===== src/rtl/mipsPkg.sv =====
package mipsPkg;

    typedef logic [31:0] wordT;
    typedef logic [4:0]  regAddrT;

    // ALU operations, AluAdd must stay zero so a bubble decodes harmlessly
    typedef enum logic [2:0] {
        AluAdd,
        AluSub,
        AluAnd,
        AluOr,
        AluXor,
        AluSlt,
        AluLui
    } aluOpT;

    typedef enum logic [1:0] {
        FwdReg = 2'd0,
        FwdWb  = 2'd1,
        FwdMem = 2'd2
    } fwdSelT;

    // primary opcodes
    localparam logic [5:0] OpSpecial = 6'h00;
    localparam logic [5:0] OpAddiu   = 6'h09;
    localparam logic [5:0] OpOri     = 6'h0d;
    localparam logic [5:0] OpLui     = 6'h0f;
    localparam logic [5:0] OpLw      = 6'h23;
    localparam logic [5:0] OpSw      = 6'h2b;

    // function field of SPECIAL
    localparam logic [5:0] FnAddu = 6'h21;
    localparam logic [5:0] FnSubu = 6'h23;
    localparam logic [5:0] FnAnd  = 6'h24;
    localparam logic [5:0] FnOr   = 6'h25;
    localparam logic [5:0] FnXor  = 6'h26;
    localparam logic [5:0] FnSlt  = 6'h2a;

    typedef struct packed {
        wordT inst;
        wordT pc;
    } ifIdT;

    typedef struct packed {
        wordT    rsData;
        wordT    rtData;
        wordT    imm;
        regAddrT rs;
        regAddrT rt;
        regAddrT destReg;
        aluOpT   aluOp;
        logic    aluSrcImm;
        logic    regWrite;
        logic    memRead;
        logic    memWrite;
        wordT    pc;
    } idExT;

    typedef struct packed {
        wordT    aluResult;
        wordT    storeData;
        regAddrT destReg;
        logic    regWrite;
        logic    memRead;
        logic    memWrite;
        wordT    pc;
    } exMemT;

    typedef struct packed {
        wordT    wbData;
        regAddrT destReg;
        logic    regWrite;
        wordT    pc;
    } memWbT;

endpackage


===== src/rtl/stageReg.sv =====
`timescale 1ns/1ps

module stageReg #(
    parameter type payloadT = logic
) (
    input  logic    clk,
    input  logic    reset,
    input  logic    enable,
    input  logic    flush,
    input  payloadT d,
    output payloadT q
);

    // an all-zero payload is a bubble
    always_ff @(posedge clk) begin
        if (reset || flush) begin
            q <= '0;
        end else if (enable) begin
            q <= d;
        end
    end

endmodule


===== src/rtl/instDecoder.sv =====
`timescale 1ns/1ps

module instDecoder (
    input  mipsPkg::wordT    inst,
    output mipsPkg::regAddrT rs,
    output mipsPkg::regAddrT rt,
    output mipsPkg::regAddrT destReg,
    output mipsPkg::wordT    imm,
    output mipsPkg::aluOpT   aluOp,
    output logic             aluSrcImm,
    output logic             regWrite,
    output logic             memRead,
    output logic             memWrite
);
    import mipsPkg::*;

    logic [5:0] opcode;
    logic [5:0] funct;
    logic       writesReg;
    logic       signExt;
    logic       useRd;

    assign opcode = inst[31:26];
    assign funct  = inst[5:0];
    assign rs     = inst[25:21];
    assign rt     = inst[20:16];

    always_comb begin
        aluOp     = AluAdd;
        aluSrcImm = 1'b0;
        writesReg = 1'b0;
        memRead   = 1'b0;
        memWrite  = 1'b0;
        signExt   = 1'b0;
        useRd     = 1'b0;
        case (opcode)
            OpSpecial: begin
                useRd     = 1'b1;
                writesReg = 1'b1;
                case (funct)
                    FnAddu:  aluOp = AluAdd;
                    FnSubu:  aluOp = AluSub;
                    FnAnd:   aluOp = AluAnd;
                    FnOr:    aluOp = AluOr;
                    FnXor:   aluOp = AluXor;
                    FnSlt:   aluOp = AluSlt;
                    default: writesReg = 1'b0;
                endcase
            end
            OpAddiu: begin
                aluSrcImm = 1'b1;
                writesReg = 1'b1;
                signExt   = 1'b1;
            end
            OpOri: begin
                aluOp     = AluOr;
                aluSrcImm = 1'b1;
                writesReg = 1'b1;
            end
            OpLui: begin
                aluOp     = AluLui;
                aluSrcImm = 1'b1;
                writesReg = 1'b1;
            end
            OpLw: begin
                aluSrcImm = 1'b1;
                writesReg = 1'b1;
                memRead   = 1'b1;
                signExt   = 1'b1;
            end
            OpSw: begin
                aluSrcImm = 1'b1;
                memWrite  = 1'b1;
                signExt   = 1'b1;
            end
            default: ;
        endcase
    end

    assign destReg  = useRd ? inst[15:11] : inst[20:16];
    // $0 is never a real destination
    assign regWrite = writesReg && (destReg != '0);
    assign imm      = {{16{signExt & inst[15]}}, inst[15:0]};

endmodule


===== src/rtl/regFile.sv =====
`timescale 1ns/1ps

module regFile (
    input  logic             clk,
    input  logic             reset,
    input  logic             writeEn,
    input  mipsPkg::regAddrT writeAddr,
    input  mipsPkg::wordT    writeData,
    input  mipsPkg::regAddrT readAddrA,
    input  mipsPkg::regAddrT readAddrB,
    output mipsPkg::wordT    readDataA,
    output mipsPkg::wordT    readDataB
);
    import mipsPkg::*;

    wordT regs [1:31];
    logic bypassA;
    logic bypassB;

    always_ff @(posedge clk) begin
        if (reset) begin
            for (int i = 1; i < 32; i++) begin
                regs[i] <= '0;
            end
        end else if (writeEn && writeAddr != '0) begin
            regs[writeAddr] <= writeData;
        end
    end

    // same-cycle write shows up on the read ports
    assign bypassA = writeEn && (writeAddr == readAddrA);
    assign bypassB = writeEn && (writeAddr == readAddrB);

    assign readDataA = (readAddrA == '0) ? '0 : (bypassA ? writeData : regs[readAddrA]);
    assign readDataB = (readAddrB == '0) ? '0 : (bypassB ? writeData : regs[readAddrB]);

endmodule


===== src/rtl/hazardUnit.sv =====
`timescale 1ns/1ps

module hazardUnit (
    input  mipsPkg::regAddrT rsD,
    input  mipsPkg::regAddrT rtD,
    input  mipsPkg::regAddrT rsE,
    input  mipsPkg::regAddrT rtE,
    input  mipsPkg::regAddrT destE,
    input  logic             memReadE,
    input  mipsPkg::regAddrT destM,
    input  logic             regWriteM,
    input  mipsPkg::regAddrT destW,
    input  logic             regWriteW,
    input  logic             stallAll,
    output logic             loadUseStall,
    output logic             flushE,
    output mipsPkg::fwdSelT  forwardA,
    output mipsPkg::fwdSelT  forwardB
);
    import mipsPkg::*;

    // memory stage is younger, so it wins over writeback
    function automatic fwdSelT pickForward(input regAddrT src);
        if (regWriteM && destM != '0 && destM == src) begin
            return FwdMem;
        end else if (regWriteW && destW != '0 && destW == src) begin
            return FwdWb;
        end
        return FwdReg;
    endfunction

    assign forwardA = pickForward(rsE);
    assign forwardB = pickForward(rtE);

    // load result not ready until after memory stage
    assign loadUseStall = memReadE && (destE != '0) &&
                          ((destE == rsD) || (destE == rtD));

    // the bubble is only inserted when the pipe actually moves
    assign flushE = loadUseStall && !stallAll;

endmodule


===== src/rtl/aluUnit.sv =====
`timescale 1ns/1ps

module aluUnit (
    input  mipsPkg::aluOpT op,
    input  mipsPkg::wordT  srcA,
    input  mipsPkg::wordT  srcB,
    output mipsPkg::wordT  result
);
    import mipsPkg::*;

    always_comb begin
        case (op)
            AluAdd:  result = srcA + srcB;
            AluSub:  result = srcA - srcB;
            AluAnd:  result = srcA & srcB;
            AluOr:   result = srcA | srcB;
            AluXor:  result = srcA ^ srcB;
            AluSlt:  result = {31'b0, $signed(srcA) < $signed(srcB)};
            // immediate arrives zero-extended in srcB
            AluLui:  result = {srcB[15:0], 16'h0000};
            default: result = '0;
        endcase
    end

endmodule


===== src/rtl/pipeCore.sv =====
`timescale 1ns/1ps

module pipeCore #(
    parameter mipsPkg::wordT ResetPc = 32'hbfc00000
) (
    input  logic             clk,
    input  logic             reset,

    // instruction side
    output mipsPkg::wordT    pc,
    output logic             instEn,
    input  mipsPkg::wordT    inst,
    input  logic             iStall,

    // data side
    output mipsPkg::wordT    addr,
    output mipsPkg::wordT    writeData,
    input  mipsPkg::wordT    readData,
    output logic [3:0]       memWen,
    output logic             memEn,
    input  logic             dStall,

    output logic             stallAll,

    // debug
    output mipsPkg::wordT    debugWbPc,
    output logic [3:0]       debugWbRfWen,
    output mipsPkg::regAddrT debugWbRfWnum,
    output mipsPkg::wordT    debugWbRfWdata
);
    import mipsPkg::*;

    ifIdT  ifIdIn, ifId;
    idExT  idExIn, idEx;
    exMemT exMemIn, exMem;
    memWbT memWbIn, memWb;

    logic    frontEnable;
    logic    loadUseStall;
    logic    flushE;
    fwdSelT  forwardA;
    fwdSelT  forwardB;
    regAddrT rsD;
    regAddrT rtD;
    wordT    srcA;
    wordT    srcBReg;
    wordT    srcB;
    logic    rfWriteEn;

    assign stallAll    = iStall | dStall;
    assign frontEnable = !(stallAll || loadUseStall);

    // fetch
    always_ff @(posedge clk) begin
        if (reset) begin
            pc <= ResetPc;
        end else if (frontEnable) begin
            pc <= pc + 32'd4;
        end
    end

    // no redirects, so fetch runs every cycle
    assign instEn = 1'b1;

    assign ifIdIn.inst = inst;
    assign ifIdIn.pc   = pc;

    stageReg #(.payloadT(ifIdT)) ifIdReg (
        .clk    (clk),
        .reset  (reset),
        .enable (frontEnable),
        .flush  (1'b0),
        .d      (ifIdIn),
        .q      (ifId)
    );

    // decode
    instDecoder decoder0 (
        .inst      (ifId.inst),
        .rs        (rsD),
        .rt        (rtD),
        .destReg   (idExIn.destReg),
        .imm       (idExIn.imm),
        .aluOp     (idExIn.aluOp),
        .aluSrcImm (idExIn.aluSrcImm),
        .regWrite  (idExIn.regWrite),
        .memRead   (idExIn.memRead),
        .memWrite  (idExIn.memWrite)
    );

    assign rfWriteEn = memWb.regWrite && !stallAll;

    regFile regFile0 (
        .clk       (clk),
        .reset     (reset),
        .writeEn   (rfWriteEn),
        .writeAddr (memWb.destReg),
        .writeData (memWb.wbData),
        .readAddrA (rsD),
        .readAddrB (rtD),
        .readDataA (idExIn.rsData),
        .readDataB (idExIn.rtData)
    );

    assign idExIn.rs = rsD;
    assign idExIn.rt = rtD;
    assign idExIn.pc = ifId.pc;

    hazardUnit hazard0 (
        .rsD          (rsD),
        .rtD          (rtD),
        .rsE          (idEx.rs),
        .rtE          (idEx.rt),
        .destE        (idEx.destReg),
        .memReadE     (idEx.memRead),
        .destM        (exMem.destReg),
        .regWriteM    (exMem.regWrite),
        .destW        (memWb.destReg),
        .regWriteW    (memWb.regWrite),
        .stallAll     (stallAll),
        .loadUseStall (loadUseStall),
        .flushE       (flushE),
        .forwardA     (forwardA),
        .forwardB     (forwardB)
    );

    stageReg #(.payloadT(idExT)) idExReg (
        .clk    (clk),
        .reset  (reset),
        .enable (!stallAll),
        .flush  (flushE),
        .d      (idExIn),
        .q      (idEx)
    );

    // execute, operand forwarding
    always_comb begin
        case (forwardA)
            FwdMem:  srcA = exMem.aluResult;
            FwdWb:   srcA = memWb.wbData;
            default: srcA = idEx.rsData;
        endcase
        case (forwardB)
            FwdMem:  srcBReg = exMem.aluResult;
            FwdWb:   srcBReg = memWb.wbData;
            default: srcBReg = idEx.rtData;
        endcase
    end

    assign srcB = idEx.aluSrcImm ? idEx.imm : srcBReg;

    aluUnit alu0 (
        .op     (idEx.aluOp),
        .srcA   (srcA),
        .srcB   (srcB),
        .result (exMemIn.aluResult)
    );

    // store data is the forwarded rt, not the immediate
    assign exMemIn.storeData = srcBReg;
    assign exMemIn.destReg   = idEx.destReg;
    assign exMemIn.regWrite  = idEx.regWrite;
    assign exMemIn.memRead   = idEx.memRead;
    assign exMemIn.memWrite  = idEx.memWrite;
    assign exMemIn.pc        = idEx.pc;

    stageReg #(.payloadT(exMemT)) exMemReg (
        .clk    (clk),
        .reset  (reset),
        .enable (!stallAll),
        .flush  (1'b0),
        .d      (exMemIn),
        .q      (exMem)
    );

    // memory, word accesses only
    assign addr      = exMem.aluResult;
    assign writeData = exMem.storeData;
    assign memEn     = exMem.memRead | exMem.memWrite;
    assign memWen    = {4{exMem.memWrite}};

    assign memWbIn.wbData   = exMem.memRead ? readData : exMem.aluResult;
    assign memWbIn.destReg  = exMem.destReg;
    assign memWbIn.regWrite = exMem.regWrite;
    assign memWbIn.pc       = exMem.pc;

    stageReg #(.payloadT(memWbT)) memWbReg (
        .clk    (clk),
        .reset  (reset),
        .enable (!stallAll),
        .flush  (1'b0),
        .d      (memWbIn),
        .q      (memWb)
    );

    // writeback debug trace
    assign debugWbPc      = memWb.pc;
    assign debugWbRfWen   = {4{rfWriteEn}};
    assign debugWbRfWnum  = memWb.destReg;
    assign debugWbRfWdata = memWb.wbData;

endmodule


===== config.mk =====
export PLATFORM = sky130hd
export DESIGN_NAME = pipeCore
export DESIGN_NICKNAME = d
export VERILOG_FILES = /design/src/rtl/mipsPkg.sv /design/src/rtl/stageReg.sv /design/src/rtl/instDecoder.sv /design/src/rtl/regFile.sv /design/src/rtl/hazardUnit.sv /design/src/rtl/aluUnit.sv /design/src/rtl/pipeCore.sv
export SDC_FILE = /design/constraint.sdc
export NUM_CORES = 2
export LEC_CHECK = 0
export BUFFER_PORTS_ARGS = -buffer_cell sky130_fd_sc_hd__buf_2
export CORE_ASPECT_RATIO = 2
export CORE_MARGIN = 1
export CORE_UTILIZATION = 29
export CTS_CLUSTER_DIAMETER = 120
export DETAILED_ROUTE_END_ITERATION = 16
export GPL_ROUTABILITY_DRIVEN = 0
export PLACE_DENSITY = 0.41
export RECOVER_POWER = 25
export REMOVE_ABC_BUFFERS = 1
export SLEW_MARGIN = 20
export SYNTH_ARGS = -nofsm -noshare
export SYNTH_HDL_FRONTEND = slang
export SYNTH_SLANG_ARGS = --single-unit

===== constraint.sdc =====
create_clock -name clk -period 7.2 [get_ports clk]
set_input_delay 1.08 -clock clk [delete_from_list [all_inputs] [get_ports clk]]
set_output_delay 1.08 -clock clk [all_outputs]
set_load 0.01 [all_outputs]

---- Yosys cells after proc, flatten, opt, wreduce, memory -nomap -nowiden ----
Memories as Yosys holds them, arrays and structs flattened. A register that Yosys moved wholly into a read port is not among the register bits.
Cells that the tools add are included.
storage, ports and cells
  bits in registers ....................... 405
  RAM bits ................................ 992
  input port bits ......................... 68
  output and inout port bits .............. 176
  logic and storage cells ................. 138
  memories ................................ 1
memory list
  memory         words  width  rd ports  clocked after Yosys merged registers in  write ports  RTL line       RTL
  regFile0.regs  31     32     2         2                                        31           regFile.sv:16  wordT regs [1:31];
operators by class
  add/subtract/negate cells ............... 3
  magnitude comparators ................... 1
  equal/unequal tests ..................... 29
  multiplexer cells ....................... 41
  bitwise gates (word level) .............. 6
  reduce and logical (&&, ||, !) cells .... 31
operator list
  operator               number
  $mux 32                7
  $pmux 32 s7            1
  $pmux 32 s2            2
  $eq 6x6->1 const B     8
  $eq 5x5->1             8
  $add 32x3->32 const B  1
  $add 32x32->32         1
  $and 32x32->32         1
  $lt 32x32->1           1
  $or 32x32->32          1
  $reduce_or 32->1       1
  $sub 32x32->32         1
  $xor 32x32->32         1
  $mux 5                 6
  $reduce_bool 5->1      4
  $eq 6x4->1 const B     3
  $mux 1                 16
  $pmux 3 s5             1
  $logic_and 1x1->1      14
  $mux 2                 6
  $logic_not 5->1        2
  $eq 3x3->1 const B     3
  $pmux 3 s3             1
  $eq 3x2->1 const B     2
  other kinds (14)       19

---- Longest topological paths before layout ----
  depth after elaboration ................. 11
  gate-level depth with buffers ........... 20
  depth with buffers taken out ............ 18

---- Cells and area by module ----
From an unflattened synthesis, not the netlist that was laid out.
unflattened totals
  cell total of the unflattened synthesis .. 6432
  area, all modules ....................... 78599.1 um^2
modules (own cells, without submodules)
  module               instances  cells each  area each (um^2)  sequential area each (um^2)
  regFile              1          3741        54722.5           30749.5
  stageReg (idExReg)   1          485         5381.4            3002.9
  aluUnit              1          807         5290.1            0.0
  stageReg (exMemReg)  1          337         3722.3            2082.0
  pipeCore             1          489         3544.6            600.6
  stageReg (memWbReg)  1          227         2547.4            1401.3
  stageReg (ifIdReg)   1          207         2348.5            1281.2
  instDecoder          1          88          641.9             0.0
  hazardUnit           1          51          400.4             0.0

---- Worst setup path before layout ----
No wires, ideal clock.
  path type ............................... input port to flip-flop
  from .................................... input port dStall
  to ...................................... memory regFile0.regs[31][0] in the netlist's numbering, enable pin
  library setup time ...................... 0.466 ns
  arrival ................................. 4.312 ns
  data required time ...................... 6.734 ns
  setup slack ............................. 2.422 ns
  cell stages on the path ................. 6
  buffers on the path ..................... 1
  cell sequence ........................... nor2_1 -> nand2_1 -> nor2_1 -> nand3_1 -> clkbuf_1 -> o21ai_0
RTL lines
  item         RTL line        RTL
  from (decl)  pipeCore.sv:21  input logic dStall,
  to (decl)    regFile.sv:16

==> flow_summary.toml <==
[hold_path]
hold_depth = 2
hold_class = "flop to flop"

[critical_path]
end_kind = "flop"
arrival_ps = 7380
crit_required_ps = 7850
cp-start-kind = "input pin"
r2r_cells = 17
path_class = "input pin to flop"
critPathMaxFanout = 40

[place]
dp_cells = 9523
post-dp-hpwl_mm = 216
postPlaceCellArea_sq_um = 82500
numPortBuffers = 238

[cts]
htreeDepth = 4
cts.clk_slew.worst_paths_ps = 70
cts-buffers-inserted = 149
tritoncts = "done"
ctsResizeCount = 0
root_buffer = "clkbuf_16"
clock_sinks = 1429
hold_buffers = 0
worstSkewPairLatency_ps = 820
clockBufferDepth = 4
cts_setup_buffers = 0

[floorplanning]
row_count = 267
fp.dieH_microns = 732
die-area_sq_um = 269000
start_util_pct = 29.2
coreArea_sq_um = 265000
pin_count = 244
die-width_microns = 367

[global_routing]
grt_pass1_wl_mm = 451
grt_pass1_vias = 54600
grt_max_degree = 137
antenna_found_initial = 15
grt-ovfl-total = 0
grt_util_all_layers_pct = 24.0

[power]
vdd_drop_max_uv = 134
p_leak_nw = 29.5
powerDensity_nw_per_um2 = 221

[route]
drcViolationCount = 0
postRouteAntennaNets = 0
wl_per_cell_microns = 33.5
drt-pass1-iter-count = 7
vias = 52500
totalWireLength_mm = 328
viasPerCell = 5.37
drt-initial-drc-count = 4063

[logic_synthesis]
avgSynthCellArea_sq_um = 12.4
synth-seq-cells = 1429
syn_inst = 6215
synth-warning-count = 0
ys_seq_area_share_pct = 50.3
synth.distinct_cells = 96
async_flop_share_pct = 0
syn_area_sq_um = 77300
ys.flop_type = "edfxtp_1"
synth_edf_count = 1024

[finish]
stdcell_count = 9791
stdcell_area_sq_um = 86500
area_delta_synth_final_pct = 11.9
final_cell_mix = "1024 x edfxtp_1, 977 x and2_1, 641 x mux4_2"
postLayoutCoreUtil_pct = 32.7
drive_above_1_share_pct = 19.1
fin_nets = 6346
final_common_cell = "edfxtp_1"

[timing]
slew_violations = 1643
fmax_mhz = 149
finalCriticalPeriod_ps = 6730
tns_ps = 0
final-setup-viol-count = 0
skew_ps = 50.6
hold_violations = 0
slew-limit-headroom_pct = -105
worst-slew-pin-transition_ps = 3080
finalCritPeriodShare_pct = 93.5
grt_setup_unrepaired = "false"

[flow_run]
max-cap-violations = 46

[outcome]
status = "finished with violations"
failed_checks = "max-capacitance violations, max-slew violations"
report_power, final:
part	leakage, nW	switching (W)	total [W]	internal (W)
combinational	13.5	0.00146	0.00232	0.000855
clock	2.17	0.00352	0.00757	0.00405
sequential	13.9	0.000220	0.00926	0.00904
total	29.5	0.00520	0.0191	0.0139
kinds of logic after synthesis:
| logic type | count (synthesis) | synth area share, % |
|---|---|---|
| compound gates | 835 | 6.73 |
| fa+ha+maj | 101 | 1.65 |
| xor+xnor | 84 | 0.952 |
| mux | 884 | 21.8 |
| flops | 1429 | 50.3 |
| simple gates | 2089 | 14.1 |
| buf+inv | 791 | 4.46 |
| other cells | 2 | 0.00972 |
layout make-up:
| cell class | instances | area (sq um) |
|---|---|---|
| antenna | 15 | 37.5 |
| clock inverter | 62 | 417 |
| timing repair buffer | 454 | 2610 |
| clock buffer | 191 | 4010 |
| multi-input combinational | 4030 | 35700 |
| sequential | 1429 | 38900 |
| inverter | 113 | 428 |
| fill | 26500 | 178000 |
| tap | 3497 | 4380 |
Yosys cell counts (12+ instances only):
| cell type | n | area, sq um |
|---|---|---|
| nor3_1 | 49 | 245 |
| nand2_1 | 606 | 2270 |
| clkbuf_1 | 459 | 1720 |
| a21oi_1 | 349 | 1750 |
| or3_1 | 17 | 106 |
| nand2b_1 | 18 | 113 |
| ha_1 | 99 | 1240 |
| o21a_1 | 15 | 113 |
| o211ai_1 | 74 | 556 |
| nand3_1 | 43 | 215 |
| buf_2 | 66 | 330 |
| o21ai_0 | 156 | 781 |
| a21o_1 | 25 | 188 |
| and2_1 | 1002 | 6270 |
| mux4_2 | 641 | 14400 |
| xnor2_1 | 37 | 324 |
| dfxtp_1 | 405 | 8110 |
| mux2i_1 | 242 | 2420 |
| edfxtp_1 | 1024 | 30700 |
| a31oi_1 | 12 | 75.1 |
| o21bai_1 | 12 | 90.1 |
| a221oi_1 | 12 | 105 |
| buf_4 | 98 | 736 |
| a211oi_1 | 72 | 541 |
| buf_1 | 43 | 161 |
| nor4_1 | 12 | 75.1 |
| nor2_1 | 268 | 1010 |
| xor2_1 | 47 | 412 |
| inv_1 | 108 | 405 |
through the flow:
step,hold slack (ps),setup slack [ps],power (W)
3_3_place_gp,436,952,0.0118
5_1_grt,459,342,0.0197
3_5_place_dp,443,772,0.0118
6_report,446,470,0.0191
2_1_floorplan,426,-20520,0.0109
4_1_cts,434,716,0.0194
critical path, stage by stage:
cell      delay (ps)
buf_2             90
nor2_1           140
clkbuf_1        1540
nand2_1          590
nor2_1           430
nand3_2          100
clkbuf_1         630
nor2_4           260
clkbuf_1        2060
and2_1           320
path summary, 6_finish.rpt:
check                                    from                                  to  slack, ps
setup / recovery                       dStall  regFile0.regs[8][23]$_SDFFCE_PN0P_        470
hold / removal     ifIdReg.q[26]$_SDFFE_PP0N_          idExReg.q[26]$_SDFFE_PP0N_        450
setup reg to reg  memWbReg.q[37]$_SDFFE_PP0N_        exMemReg.q[103]$_SDFFE_PP0N_        690
hold reg to reg    ifIdReg.q[26]$_SDFFE_PP0N_          idExReg.q[26]$_SDFFE_PP0N_        450
sequential cells by signal, summed over array words and instances, names as in the netlist, named ones only:
signal / flops
memWbReg.q: 68
pc: 30
regFile0.regs: 1024
exMemReg.q: 102
ifIdReg.q: 62
idExReg.q: 133
layer usage:
metal / GRT usage [%] / up-vias / routed length (microns)
li1: - / 22600 / -
met1: 23.7 / 27500 / 109000
met2: 46.1 / 1656 / 180000
met3: 3.23 / 738 / 14100
met4: 15.9 / 12 / 25000
met5: 0 / - / 86
(Power assumes the default switching activity.)
